$ cat config.mk
export PLATFORM = sky130hd
export DESIGN_NAME = datapath
export DESIGN_NICKNAME = d
export VERILOG_FILES = /design/src/design/rv32i_types.sv /design/src/design/pipe_ctrl_types.sv /design/src/design/datapath.sv /design/src/design/load_align.sv /design/src/design/alu.sv /design/src/design/regfile.sv /design/src/design/control_unit.sv
export VERILOG_INCLUDE_DIRS = /design/src /design/src/design
export SDC_FILE = /design/constraint.sdc
export NUM_CORES = 2
export LEC_CHECK = 0
export BUFFER_PORTS_ARGS = -buffer_cell sky130_fd_sc_hd__buf_2
export CAP_MARGIN = 5
export CORE_MARGIN = 1.5
export CORE_UTILIZATION = 38
export CTS_BUF_LIST = sky130_fd_sc_hd__clkbuf_4
export DETAILED_ROUTE_END_ITERATION = 7
export GPL_TIMING_DRIVEN = 0
export HOLD_SLACK_MARGIN = 0.05
export PLACE_DENSITY_LB_ADDON = 0.1
export RECOVER_POWER = 50
export SKIP_LAST_GASP = 1
export SYNTH_ARGS = -nofsm -noshare
export SYNTH_HDL_FRONTEND = slang
export SYNTH_SLANG_ARGS = --single-unit
$ cat constraint.sdc
create_clock -name clk -period 23.4 [get_ports clk]
set_clock_uncertainty 0.2 [all_clocks]
set_input_delay 2.34 -clock clk [delete_from_list [all_inputs] [get_ports clk]]
set_output_delay 2.34 -clock clk [all_outputs]
set_load 0.02 [all_outputs]
$ cat src/design/rv32i_settings.svh
`ifndef RV32I_SETTINGS_SVH
`define RV32I_SETTINGS_SVH

// data path width for RV32I
`define XLEN 32

// first fetch address after reset
`define RESET_PC 32'h0000_0000

// addi x0, x0, 0
// a squashed fetch/decode register holds this value
`define NOP_INST 32'h0000_0013

`endif
$ cat src/design/rv32i_types.sv
`include "rv32i_settings.svh"

package rv32i_types;

    typedef logic [`XLEN-1:0] rv32i_word;
    typedef logic [4:0] rv32i_reg;

    // major opcodes, bits [6:0]
    typedef enum logic [6:0] {
        op_lui   = 7'b0110111,
        op_auipc = 7'b0010111,
        op_jal   = 7'b1101111,
        op_jalr  = 7'b1100111,
        op_br    = 7'b1100011,
        op_load  = 7'b0000011,
        op_store = 7'b0100011,
        op_imm   = 7'b0010011,
        op_reg   = 7'b0110011
    } rv32i_opcode;

    typedef enum logic [2:0] {
        beq  = 3'b000,
        bne  = 3'b001,
        blt  = 3'b100,
        bge  = 3'b101,
        bltu = 3'b110,
        bgeu = 3'b111
    } branch_funct3_t;

    typedef enum logic [2:0] {
        lb  = 3'b000,
        lh  = 3'b001,
        lw  = 3'b010,
        lbu = 3'b100,
        lhu = 3'b101
    } load_funct3_t;

    typedef enum logic [2:0] {
        sb = 3'b000,
        sh = 3'b001,
        sw = 3'b010
    } store_funct3_t;

    typedef enum logic [2:0] {
        add  = 3'b000,
        sll  = 3'b001,
        slt  = 3'b010,
        sltu = 3'b011,
        axor = 3'b100,
        sr   = 3'b101,  // srl or sra, picked by bit 30
        aor  = 3'b110,
        aand = 3'b111
    } arith_funct3_t;

    typedef enum logic [3:0] {
        alu_add,
        alu_sub,
        alu_sll,
        alu_slt,
        alu_sltu,
        alu_xor,
        alu_srl,
        alu_sra,
        alu_or,
        alu_and
    } alu_ops;

endpackage

$ cat src/design/pipe_ctrl_types.sv
package pipe_ctrl_types;

    import rv32i_types::*;

    // next pc source
    typedef enum logic [1:0] {
        pc_plus4    = 2'b00,
        target      = 2'b01,
        target_mod2 = 2'b10  // jalr, low bit cleared
    } pcmux_sel_t;

    typedef enum logic {
        alumux1_rs1 = 1'b0,
        alumux1_pc  = 1'b1
    } alumux1_sel_t;

    typedef enum logic {
        alumux2_rs2 = 1'b0,
        alumux2_imm = 1'b1
    } alumux2_sel_t;

    // writeback value source
    typedef enum logic [2:0] {
        rf_alu_out  = 3'b000,
        rf_br_en    = 3'b001,
        rf_u_imm    = 3'b010,
        rf_load     = 3'b011,
        rf_pc_plus4 = 3'b100
    } regfilemux_sel_t;

    // travels with the instruction from decode to writeback
    typedef struct packed {
        rv32i_opcode     opcode;
        logic [2:0]      funct3;
        alu_ops          aluop;
        alumux1_sel_t    alumux1_sel;
        alumux2_sel_t    alumux2_sel;
        regfilemux_sel_t regfilemux_sel;
        logic            mem_read;
        logic            mem_write;
        logic            load_regfile;
        rv32i_reg        rd;
        logic            is_branch;
        logic            is_jal;
        logic            is_jalr;
        rv32i_word       imm;
    } rv32i_control_word;

endpackage

$ cat src/design/datapath.sv
`timescale 1ns/1ps
`include "rv32i_settings.svh"

module datapath (
    input  logic                   clk,
    input  logic                   reset,

    output logic                   inst_read,
    output rv32i_types::rv32i_word inst_addr,
    input  rv32i_types::rv32i_word inst_rdata,
    input  logic                   inst_resp,

    output logic                   data_read,
    output logic                   data_write,
    output rv32i_types::rv32i_word data_addr,
    output rv32i_types::rv32i_word data_wdata,
    output logic [3:0]             data_mbe,
    input  rv32i_types::rv32i_word data_rdata,
    input  logic                   data_resp
);
    import rv32i_types::*;
    import pipe_ctrl_types::*;

    logic       advance;
    logic       taken;  // resolved in mem, also the flush
    rv32i_word  pc;
    rv32i_word  pc_next;
    pcmux_sel_t pcmux_sel;

    rv32i_word         ir_id;
    rv32i_word         pc_id;
    rv32i_control_word ctrl_id;
    rv32i_word         rs1_data_id;
    rv32i_word         rs2_data_id;

    rv32i_control_word ctrl_ex;
    rv32i_word         pc_ex;
    rv32i_word         rs1_ex;
    rv32i_word         rs2_ex;
    rv32i_word         alu_a;
    rv32i_word         alu_b;
    rv32i_word         alu_f;
    logic              br_en;
    branch_funct3_t    cmpop;

    rv32i_control_word ctrl_mem;
    rv32i_word         pc_mem;
    rv32i_word         alu_mem;
    rv32i_word         rs2_mem;
    logic              br_en_mem;
    logic [3:0]        mbe_base;
    rv32i_word         load_value;

    rv32i_control_word ctrl_wb;
    rv32i_word         pc_wb;
    rv32i_word         alu_wb;
    logic              br_en_wb;
    rv32i_word         load_wb;
    rv32i_word         wb_value;

    // stall on fetch, or on an outstanding data access
    assign advance = inst_resp &
                     (~(ctrl_mem.mem_read | ctrl_mem.mem_write) | data_resp);

    assign inst_read = 1'b1;
    assign inst_addr = pc;

    assign taken = ctrl_mem.is_jal | ctrl_mem.is_jalr | (ctrl_mem.is_branch & br_en_mem);

    always_comb begin
        if (!taken)
            pcmux_sel = pc_plus4;
        else if (ctrl_mem.is_jalr)
            pcmux_sel = target_mod2;
        else
            pcmux_sel = target;

        case (pcmux_sel)
            pc_plus4:    pc_next = pc + 4;
            target:      pc_next = alu_mem;
            target_mod2: pc_next = {alu_mem[`XLEN-1:1], 1'b0};
            default:     pc_next = pc + 4;
        endcase
    end

    control_unit control_unit_inst (
        .inst      (ir_id),
        .ctrl_word (ctrl_id)
    );

    regfile regfile_inst (
        .clk      (clk),
        .reset    (reset),
        .load     (ctrl_wb.load_regfile & advance),  // held while stalled
        .rd       (ctrl_wb.rd),
        .rs1      (ir_id[19:15]),
        .rs2      (ir_id[24:20]),
        .wdata    (wb_value),
        .rs1_data (rs1_data_id),
        .rs2_data (rs2_data_id)
    );

    assign alu_a = (ctrl_ex.alumux1_sel == alumux1_pc)  ? pc_ex : rs1_ex;
    assign alu_b = (ctrl_ex.alumux2_sel == alumux2_imm) ? ctrl_ex.imm : rs2_ex;

    // branches use their own funct3, register slt/sltu map onto blt/bltu
    always_comb begin
        if (ctrl_ex.is_branch)
            cmpop = branch_funct3_t'(ctrl_ex.funct3);
        else if (ctrl_ex.funct3 == sltu)
            cmpop = bltu;
        else
            cmpop = blt;
    end

    alu alu_inst (
        .aluop    (ctrl_ex.aluop),
        .cmpop    (cmpop),
        .a        (alu_a),
        .b        (alu_b),
        .rs1_data (rs1_ex),
        .rs2_data (rs2_ex),
        .f        (alu_f),
        .br_en    (br_en)
    );

    assign data_read  = ctrl_mem.mem_read;
    assign data_write = ctrl_mem.mem_write;
    assign data_addr  = {alu_mem[`XLEN-1:2], 2'b00};
    assign data_wdata = rs2_mem << {alu_mem[1:0], 3'b000};

    // load sizes share the low two funct3 bits with store sizes
    always_comb begin
        case (store_funct3_t'({1'b0, ctrl_mem.funct3[1:0]}))
            sb:      mbe_base = 4'b0001;
            sh:      mbe_base = 4'b0011;
            default: mbe_base = 4'b1111;
        endcase
        data_mbe = mbe_base << alu_mem[1:0];
    end

    load_align load_align_inst (
        .funct3   (load_funct3_t'(ctrl_mem.funct3)),
        .byte_off (alu_mem[1:0]),
        .rdata    (data_rdata),
        .value    (load_value)
    );

    always_comb begin
        case (ctrl_wb.regfilemux_sel)
            rf_alu_out:  wb_value = alu_wb;
            rf_br_en:    wb_value = rv32i_word'(br_en_wb);
            rf_u_imm:    wb_value = ctrl_wb.imm;
            rf_load:     wb_value = load_wb;
            rf_pc_plus4: wb_value = pc_wb + 4;  // link value
            default:     wb_value = alu_wb;
        endcase
    end

    // control state, squashed on a taken control transfer
    always_ff @(posedge clk) begin
        if (reset) begin
            pc       <= `RESET_PC;
            ir_id    <= `NOP_INST;
            ctrl_ex  <= '0;
            ctrl_mem <= '0;
            ctrl_wb  <= '0;
        end else if (advance) begin
            pc      <= pc_next;
            ctrl_wb <= ctrl_mem;
            if (taken) begin
                ir_id    <= `NOP_INST;
                ctrl_ex  <= '0;
                ctrl_mem <= '0;
            end else begin
                ir_id    <= inst_rdata;
                ctrl_ex  <= ctrl_id;
                ctrl_mem <= ctrl_ex;
            end
        end
    end

    // payload, only meaningful alongside a live control word
    always_ff @(posedge clk) begin
        if (advance) begin
            pc_id     <= pc;
            pc_ex     <= pc_id;
            rs1_ex    <= rs1_data_id;
            rs2_ex    <= rs2_data_id;
            pc_mem    <= pc_ex;
            alu_mem   <= alu_f;
            rs2_mem   <= rs2_ex;
            br_en_mem <= br_en;
            pc_wb     <= pc_mem;
            alu_wb    <= alu_mem;
            br_en_wb  <= br_en_mem;
            load_wb   <= load_value;
        end
    end

endmodule

$ cat src/design/load_align.sv
`timescale 1ns/1ps

module load_align (
    input  rv32i_types::load_funct3_t funct3,
    input  logic [1:0]                byte_off,
    input  rv32i_types::rv32i_word    rdata,
    output rv32i_types::rv32i_word    value
);
    import rv32i_types::*;

    logic [7:0]  lane_b;
    logic [15:0] lane_h;

    assign lane_b = rdata[8*byte_off +: 8];
    assign lane_h = byte_off[1] ? rdata[31:16] : rdata[15:0];  // halfwords are aligned

    always_comb begin
        case (funct3)
            lb:      value = {{24{lane_b[7]}}, lane_b};
            lbu:     value = {24'h000000, lane_b};
            lh:      value = {{16{lane_h[15]}}, lane_h};
            lhu:     value = {16'h0000, lane_h};
            lw:      value = rdata;
            default: value = rdata;
        endcase
    end

endmodule

$ cat src/design/alu.sv
`timescale 1ns/1ps

module alu (
    input  rv32i_types::alu_ops         aluop,
    input  rv32i_types::branch_funct3_t cmpop,
    input  rv32i_types::rv32i_word      a,
    input  rv32i_types::rv32i_word      b,
    input  rv32i_types::rv32i_word      rs1_data,
    input  rv32i_types::rv32i_word      rs2_data,
    output rv32i_types::rv32i_word      f,
    output logic                        br_en
);
    import rv32i_types::*;

    always_comb begin
        case (aluop)
            alu_add:  f = a + b;
            alu_sub:  f = a - b;
            alu_sll:  f = a << b[4:0];
            alu_slt:  f = rv32i_word'($signed(a) < $signed(b));
            alu_sltu: f = rv32i_word'(a < b);
            alu_xor:  f = a ^ b;
            alu_srl:  f = a >> b[4:0];
            alu_sra:  f = rv32i_word'($signed(a) >>> b[4:0]);
            alu_or:   f = a | b;
            alu_and:  f = a & b;
            default:  f = a + b;
        endcase
    end

    // comparator always looks at the register values
    always_comb begin
        case (cmpop)
            beq:     br_en = (rs1_data == rs2_data);
            bne:     br_en = (rs1_data != rs2_data);
            blt:     br_en = ($signed(rs1_data) < $signed(rs2_data));
            bge:     br_en = ($signed(rs1_data) >= $signed(rs2_data));
            bltu:    br_en = (rs1_data < rs2_data);
            bgeu:    br_en = (rs1_data >= rs2_data);
            default: br_en = 1'b0;
        endcase
    end

endmodule

$ cat src/design/regfile.sv
`timescale 1ns/1ps

module regfile (
    input  logic                  clk,
    input  logic                  reset,
    input  logic                  load,
    input  rv32i_types::rv32i_reg rd,
    input  rv32i_types::rv32i_reg rs1,
    input  rv32i_types::rv32i_reg rs2,
    input  rv32i_types::rv32i_word wdata,
    output rv32i_types::rv32i_word rs1_data,
    output rv32i_types::rv32i_word rs2_data
);
    import rv32i_types::*;

    rv32i_word regs [1:31];  // x0 has no storage

    always_ff @(posedge clk) begin
        if (reset) begin
            for (int i = 1; i < 32; i++)
                regs[i] <= '0;
        end else if (load && rd != 5'd0) begin
            regs[rd] <= wdata;
        end
    end

    // write-through so a reader in decode sees the writeback value
    always_comb begin
        if (rs1 == 5'd0)            rs1_data = '0;
        else if (load && rd == rs1) rs1_data = wdata;
        else                        rs1_data = regs[rs1];

        if (rs2 == 5'd0)            rs2_data = '0;
        else if (load && rd == rs2) rs2_data = wdata;
        else                        rs2_data = regs[rs2];
    end

endmodule

$ cat src/design/control_unit.sv
`timescale 1ns/1ps

module control_unit (
    input  rv32i_types::rv32i_word              inst,
    output pipe_ctrl_types::rv32i_control_word  ctrl_word
);
    import rv32i_types::*;
    import pipe_ctrl_types::*;

    logic [2:0] funct3;
    rv32i_word  i_imm;
    rv32i_word  s_imm;
    rv32i_word  b_imm;
    rv32i_word  u_imm;
    rv32i_word  j_imm;
    alu_ops     arith_op;

    assign funct3 = inst[14:12];

    assign i_imm = {{21{inst[31]}}, inst[30:20]};
    assign s_imm = {{21{inst[31]}}, inst[30:25], inst[11:7]};
    assign b_imm = {{20{inst[31]}}, inst[7], inst[30:25], inst[11:8], 1'b0};
    assign u_imm = {inst[31:12], 12'h000};
    assign j_imm = {{12{inst[31]}}, inst[19:12], inst[20], inst[30:21], 1'b0};

    // shared by op_imm and op_reg
    always_comb begin
        case (arith_funct3_t'(funct3))
            add:     arith_op = alu_add;
            sll:     arith_op = alu_sll;
            slt:     arith_op = alu_slt;
            sltu:    arith_op = alu_sltu;
            axor:    arith_op = alu_xor;
            sr:      arith_op = inst[30] ? alu_sra : alu_srl;
            aor:     arith_op = alu_or;
            aand:    arith_op = alu_and;
            default: arith_op = alu_add;
        endcase
    end

    always_comb begin
        ctrl_word = '0;  // unknown opcodes stay cleared
        case (rv32i_opcode'(inst[6:0]))
            op_lui: begin
                ctrl_word.opcode         = op_lui;
                ctrl_word.load_regfile   = 1'b1;
                ctrl_word.regfilemux_sel = rf_u_imm;
                ctrl_word.imm            = u_imm;
            end
            op_auipc: begin
                ctrl_word.opcode       = op_auipc;
                ctrl_word.load_regfile = 1'b1;
                ctrl_word.alumux1_sel  = alumux1_pc;
                ctrl_word.alumux2_sel  = alumux2_imm;
                ctrl_word.imm          = u_imm;
            end
            op_jal: begin
                ctrl_word.opcode         = op_jal;
                ctrl_word.is_jal         = 1'b1;
                ctrl_word.load_regfile   = 1'b1;
                ctrl_word.regfilemux_sel = rf_pc_plus4;
                ctrl_word.alumux1_sel    = alumux1_pc;  // target = pc + j_imm
                ctrl_word.alumux2_sel    = alumux2_imm;
                ctrl_word.imm            = j_imm;
            end
            op_jalr: begin
                ctrl_word.opcode         = op_jalr;
                ctrl_word.is_jalr        = 1'b1;
                ctrl_word.load_regfile   = 1'b1;
                ctrl_word.regfilemux_sel = rf_pc_plus4;
                ctrl_word.alumux2_sel    = alumux2_imm;  // rs1 + i_imm
                ctrl_word.imm            = i_imm;
            end
            op_br: begin
                ctrl_word.opcode      = op_br;
                ctrl_word.is_branch   = 1'b1;
                ctrl_word.alumux1_sel = alumux1_pc;
                ctrl_word.alumux2_sel = alumux2_imm;
                ctrl_word.imm         = b_imm;
            end
            op_load: begin
                ctrl_word.opcode         = op_load;
                ctrl_word.mem_read       = 1'b1;
                ctrl_word.load_regfile   = 1'b1;
                ctrl_word.regfilemux_sel = rf_load;
                ctrl_word.alumux2_sel    = alumux2_imm;
                ctrl_word.imm            = i_imm;
            end
            op_store: begin
                ctrl_word.opcode      = op_store;
                ctrl_word.mem_write   = 1'b1;
                ctrl_word.alumux2_sel = alumux2_imm;
                ctrl_word.imm         = s_imm;
            end
            op_imm: begin
                ctrl_word.opcode       = op_imm;
                ctrl_word.load_regfile = 1'b1;
                ctrl_word.alumux2_sel  = alumux2_imm;
                ctrl_word.aluop        = arith_op;
                ctrl_word.imm          = i_imm;
            end
            op_reg: begin
                ctrl_word.opcode       = op_reg;
                ctrl_word.load_regfile = 1'b1;
                ctrl_word.aluop        = arith_op;
                if (funct3 == add && inst[30])
                    ctrl_word.aluop = alu_sub;
                // register slt/sltu come from the comparator
                if (funct3 == slt || funct3 == sltu)
                    ctrl_word.regfilemux_sel = rf_br_en;
            end
            default: ;
        endcase
        if (ctrl_word.opcode != rv32i_opcode'(7'b0)) begin
            ctrl_word.funct3 = funct3;
            if (ctrl_word.load_regfile)
                ctrl_word.rd = inst[11:7];
        end
    end

endmodule

==> results.md <==
- IO buf count: 166
- Failing checks: capacitance limit, slew limit
- DR vias: 66.4k
- Chip width: 474 µm
- XOR/XNOR Fraction of Synth Area: 0.427%
- Pwr per Cell Area: 78.6 mW/mm²
- Largest net degree at the start of global routing: 69
- Post-route insts no fill: 10.8k
- Min-delay worst type: reg -> reg
- Ys Warns: 0
- Final TNS setup: 0 ns
- Max H-tree Level: 5
- TritonCTS clock tree: yes
- Main flop type after synthesis: edfxtp_1
- Placed insts: 10.0k
- Largest family of logic cells by synthesized area: multiplexers
- Setup Buffers After CTS: 0
- #FFs+latches synth: 1565
- Minimum clock period: 9.69 ns
- Count of final hold-check violations: 0
- Post-synthesis cell count: 6838
- Number of gates resized after CTS: 0
- Initial DRC count: 9202
- Synth Area in Compound Gates: 8.51%
- Vias/cell: 6.13
- Peak supply drop: 0.0638 mV
- Dpl cell area: 0.0897 mm²
- Worst path required time: 24.04 ns
- DP HPWL: 289 mm
- Max Freq: 103 MHz
- Worst hold slack: 0.157 ns
- Number of global-route vias before repair: 64.5k
- Global route overflow: 0
- Hold buffer count at cts: 0
- Max Root-Sink Buffers: 4
- Worst-margin pin slew: 3.70 ns
- I/O pins: 171
- # rows: 172
- Die Area: 0.224 mm²
- Starting Density: 38.3%
- Number of distinct library cells after synthesis: 94
- DRT antenna net count: 0
- Register area: 0.0448 mm²
- Clock-pin slew on the worst setup and hold paths: 0.07 ns
- Die height: 474 µm
- Seq/Total Area, Yosys: 53.2%
- Num CTS Buffers: 443
- Multiplexer share of the synthesized area: 20.8%
- Syn avg cell area: 12.3 µm²
- Status: complete, but fails checks
- Tcrit/Tclk final: 41.4%
- Synth Area in Adders: 2.00%
- Wirelength per Cell: 36.2 µm
- Layout fillers: 21.1k
- Finished Cell Area: 0.0952 mm²
- GRT Total Usage: 34.6%
- CP max FO: 68
- Fin nets: 7730
- Clock Latency Late Sink: 1.50 ns
- Total Routed Length: 393 mm
- Finish-stage setup viols: 0
- Ys async rst share: 0%
- # Max-Cap Violations: 20
- Root buffer cell: clkbuf_4
- CP Capture Type: flip-flop
- Static leakage: 0.0344 µW
- Synthesized area: 0.0841 mm²
- # clock sinks: 1565
- First-pass GRT wire length: 530 mm
- Share of cells above drive strength 1: 22.9%
- Post-Route Utilization: 43.3%
- RSZ-0062 raised after global routing: false
- Footprint of the multi-input gates: 0.0361 mm²
- DRC Markers: 0
- Crit Path Class: in -> reg
- Synth Area in Simple Gates: 10.9%
- Initial DRT Pass Iterations: 6
- Final Max Tran Viols: 613
- Number of flops mapped to enable cells by yosys: 1346
- Core ar.: 0.220 mm²
- Slew HR: -147%
- Arr. time, crit path: 10.33 ns
- Routability Congestion: 1.01
- Setup crit start kind: input port
- Synth-to-Final Area Change: 13.1%
- Initial antenna violation count: 18
[per-stage QoR]
step	worst slack [ns]	total power, µW
finish	13.71	7480
CTS	16.15	7460
global placement	3.68	4900
global route	13.03	7700
floorplan	10.63	4180
detailed placement	16.33	4890
[worst paths after layout]
check	from	to	slack, ns	depth (start not counted)
max reg2reg	data_read	rs1_ex[23]	14.17	7
min	pc_mem[26]	pc_wb[26]	0.16	0
max	data_resp	rs1_ex[23]	13.71	7
min reg2reg	pc_mem[26]	pc_wb[26]	0.16	0
[per-layer routing]
layer | global-route usage [%] | vias up | part of all wire (%)
li1 | - | 27300 | -
met1 | 43.3 | 34000 | 38
met2 | 53.9 | 4103 | 46
met3 | 8.10 | 989 | 9.2
met4 | 22.0 | 4 | 7.4
met5 | 0 | - | 0.0069
[where the power goes]
group | leakage, µW | internal [µW] | switching [µW] | total [µW]
Sequential | 0.0155 | 3190 | 125 | 3310
Clock | 0.00335 | 1340 | 1250 | 2590
Combinational | 0.0156 | 497 | 1080 | 1570
Total | 0.0344 | 5020 | 2450 | 7480
[area by class of cell]
| cell class | count | area share, % |
|---|---|---|
| Clock buffer | 677 | 5.34 |
| Multi-Input combinational cell | 4448 | 37.9 |
| Antenna cell | 18 | 0.0473 |
| Buffer | 677 | 2.94 |
| Inverter | 181 | 0.717 |
| Clock inverter | 101 | 0.509 |
| Timing Repair Buffer | 213 | 1.53 |
| Tap cell | 2958 | 3.89 |
| Sequential cell | 1565 | 47.1 |
[cell usage in the layout (no fill, tap or decap), types with 65 or more instances in the layout]
cell and count:
ha_1 131, mux4_2 647, o21ai_0 178, mux2i_1 165
edfxtp_1 1346, buf_2 212, buf_1 69, inv_1 178
nor2_1 1370, a22oi_1 65, nand2_1 473, clkbuf_4 677
clkinv_1 77, clkbuf_1 522, nand3_1 125, dfxtp_1 219
a21oi_1 363, mux2_2 92, a211oi_1 114
[sequential cells by signal, indices dropped and copies added (netlist names), 32 cells and up, named ones only]
register / count
regfile_inst.regs: 1024
ctrl_ex: 55
ctrl_mem: 47
ctrl_wb: 41
alu_mem: 32
alu_wb: 32
inst_addr: 32
ir_id: 32
load_wb: 32
pc_ex: 32
pc_id: 32
pc_mem: 32
pc_wb: 32
rs1_ex: 32
rs2_ex: 32
rs2_mem: 32
[worst max-delay path: stages]
cell,delay [ns]
buf_2,0.07
o21ai_0,0.16
inv_1,0.32
clkbuf_1,0.60
clkbuf_1,1.59
clkbuf_1,2.40
clkbuf_1,2.73
[synthesized netlist by cell type (all sizes together), types with 9 or more instances]
library cell / instances / share of area, %
nand2b: 44 / 0.33
edfxtp: 1346 / 48
clkbuf: 507 / 2.3
o31ai: 13 / 0.12
mux2i: 172 / 2.1
inv: 181 / 0.81
a21oi: 365 / 2.2
a221o: 25 / 0.30
a21o: 32 / 0.29
o21bai: 18 / 0.16
mux4: 647 / 17
nor3: 43 / 0.26
o21a: 42 / 0.37
o2111ai: 12 / 0.12
a221oi: 25 / 0.26
buf: 170 / 1.0
o21ai: 186 / 1.1
a31o: 9 / 0.094
a22o: 17 / 0.18
or2: 10 / 0.074
xor2: 22 / 0.23
mux2: 106 / 1.4
nor4: 13 / 0.11
xnor2: 19 / 0.20
nand2: 473 / 2.1
o221ai: 23 / 0.24
a211oi: 115 / 1.0
nor2b: 28 / 0.21
o211ai: 30 / 0.27
ha: 131 / 1.9
a31oi: 18 / 0.14
nand4: 26 / 0.19
nor2: 1370 / 6.1
and2: 22 / 0.16
dfxtp: 219 / 5.2
o22ai: 15 / 0.12
and3: 26 / 0.19
nand3: 125 / 0.74
a22oi: 65 / 0.58
[kinds of logic after synthesis]
family          Yosys count
compound gates         1095
xor+xnor                 41
fa+ha+maj               133
buf+inv                 858
flops                  1565
mux                     925
other cells               2
simple gates           2219
Power figures use the tool's default switching activity.
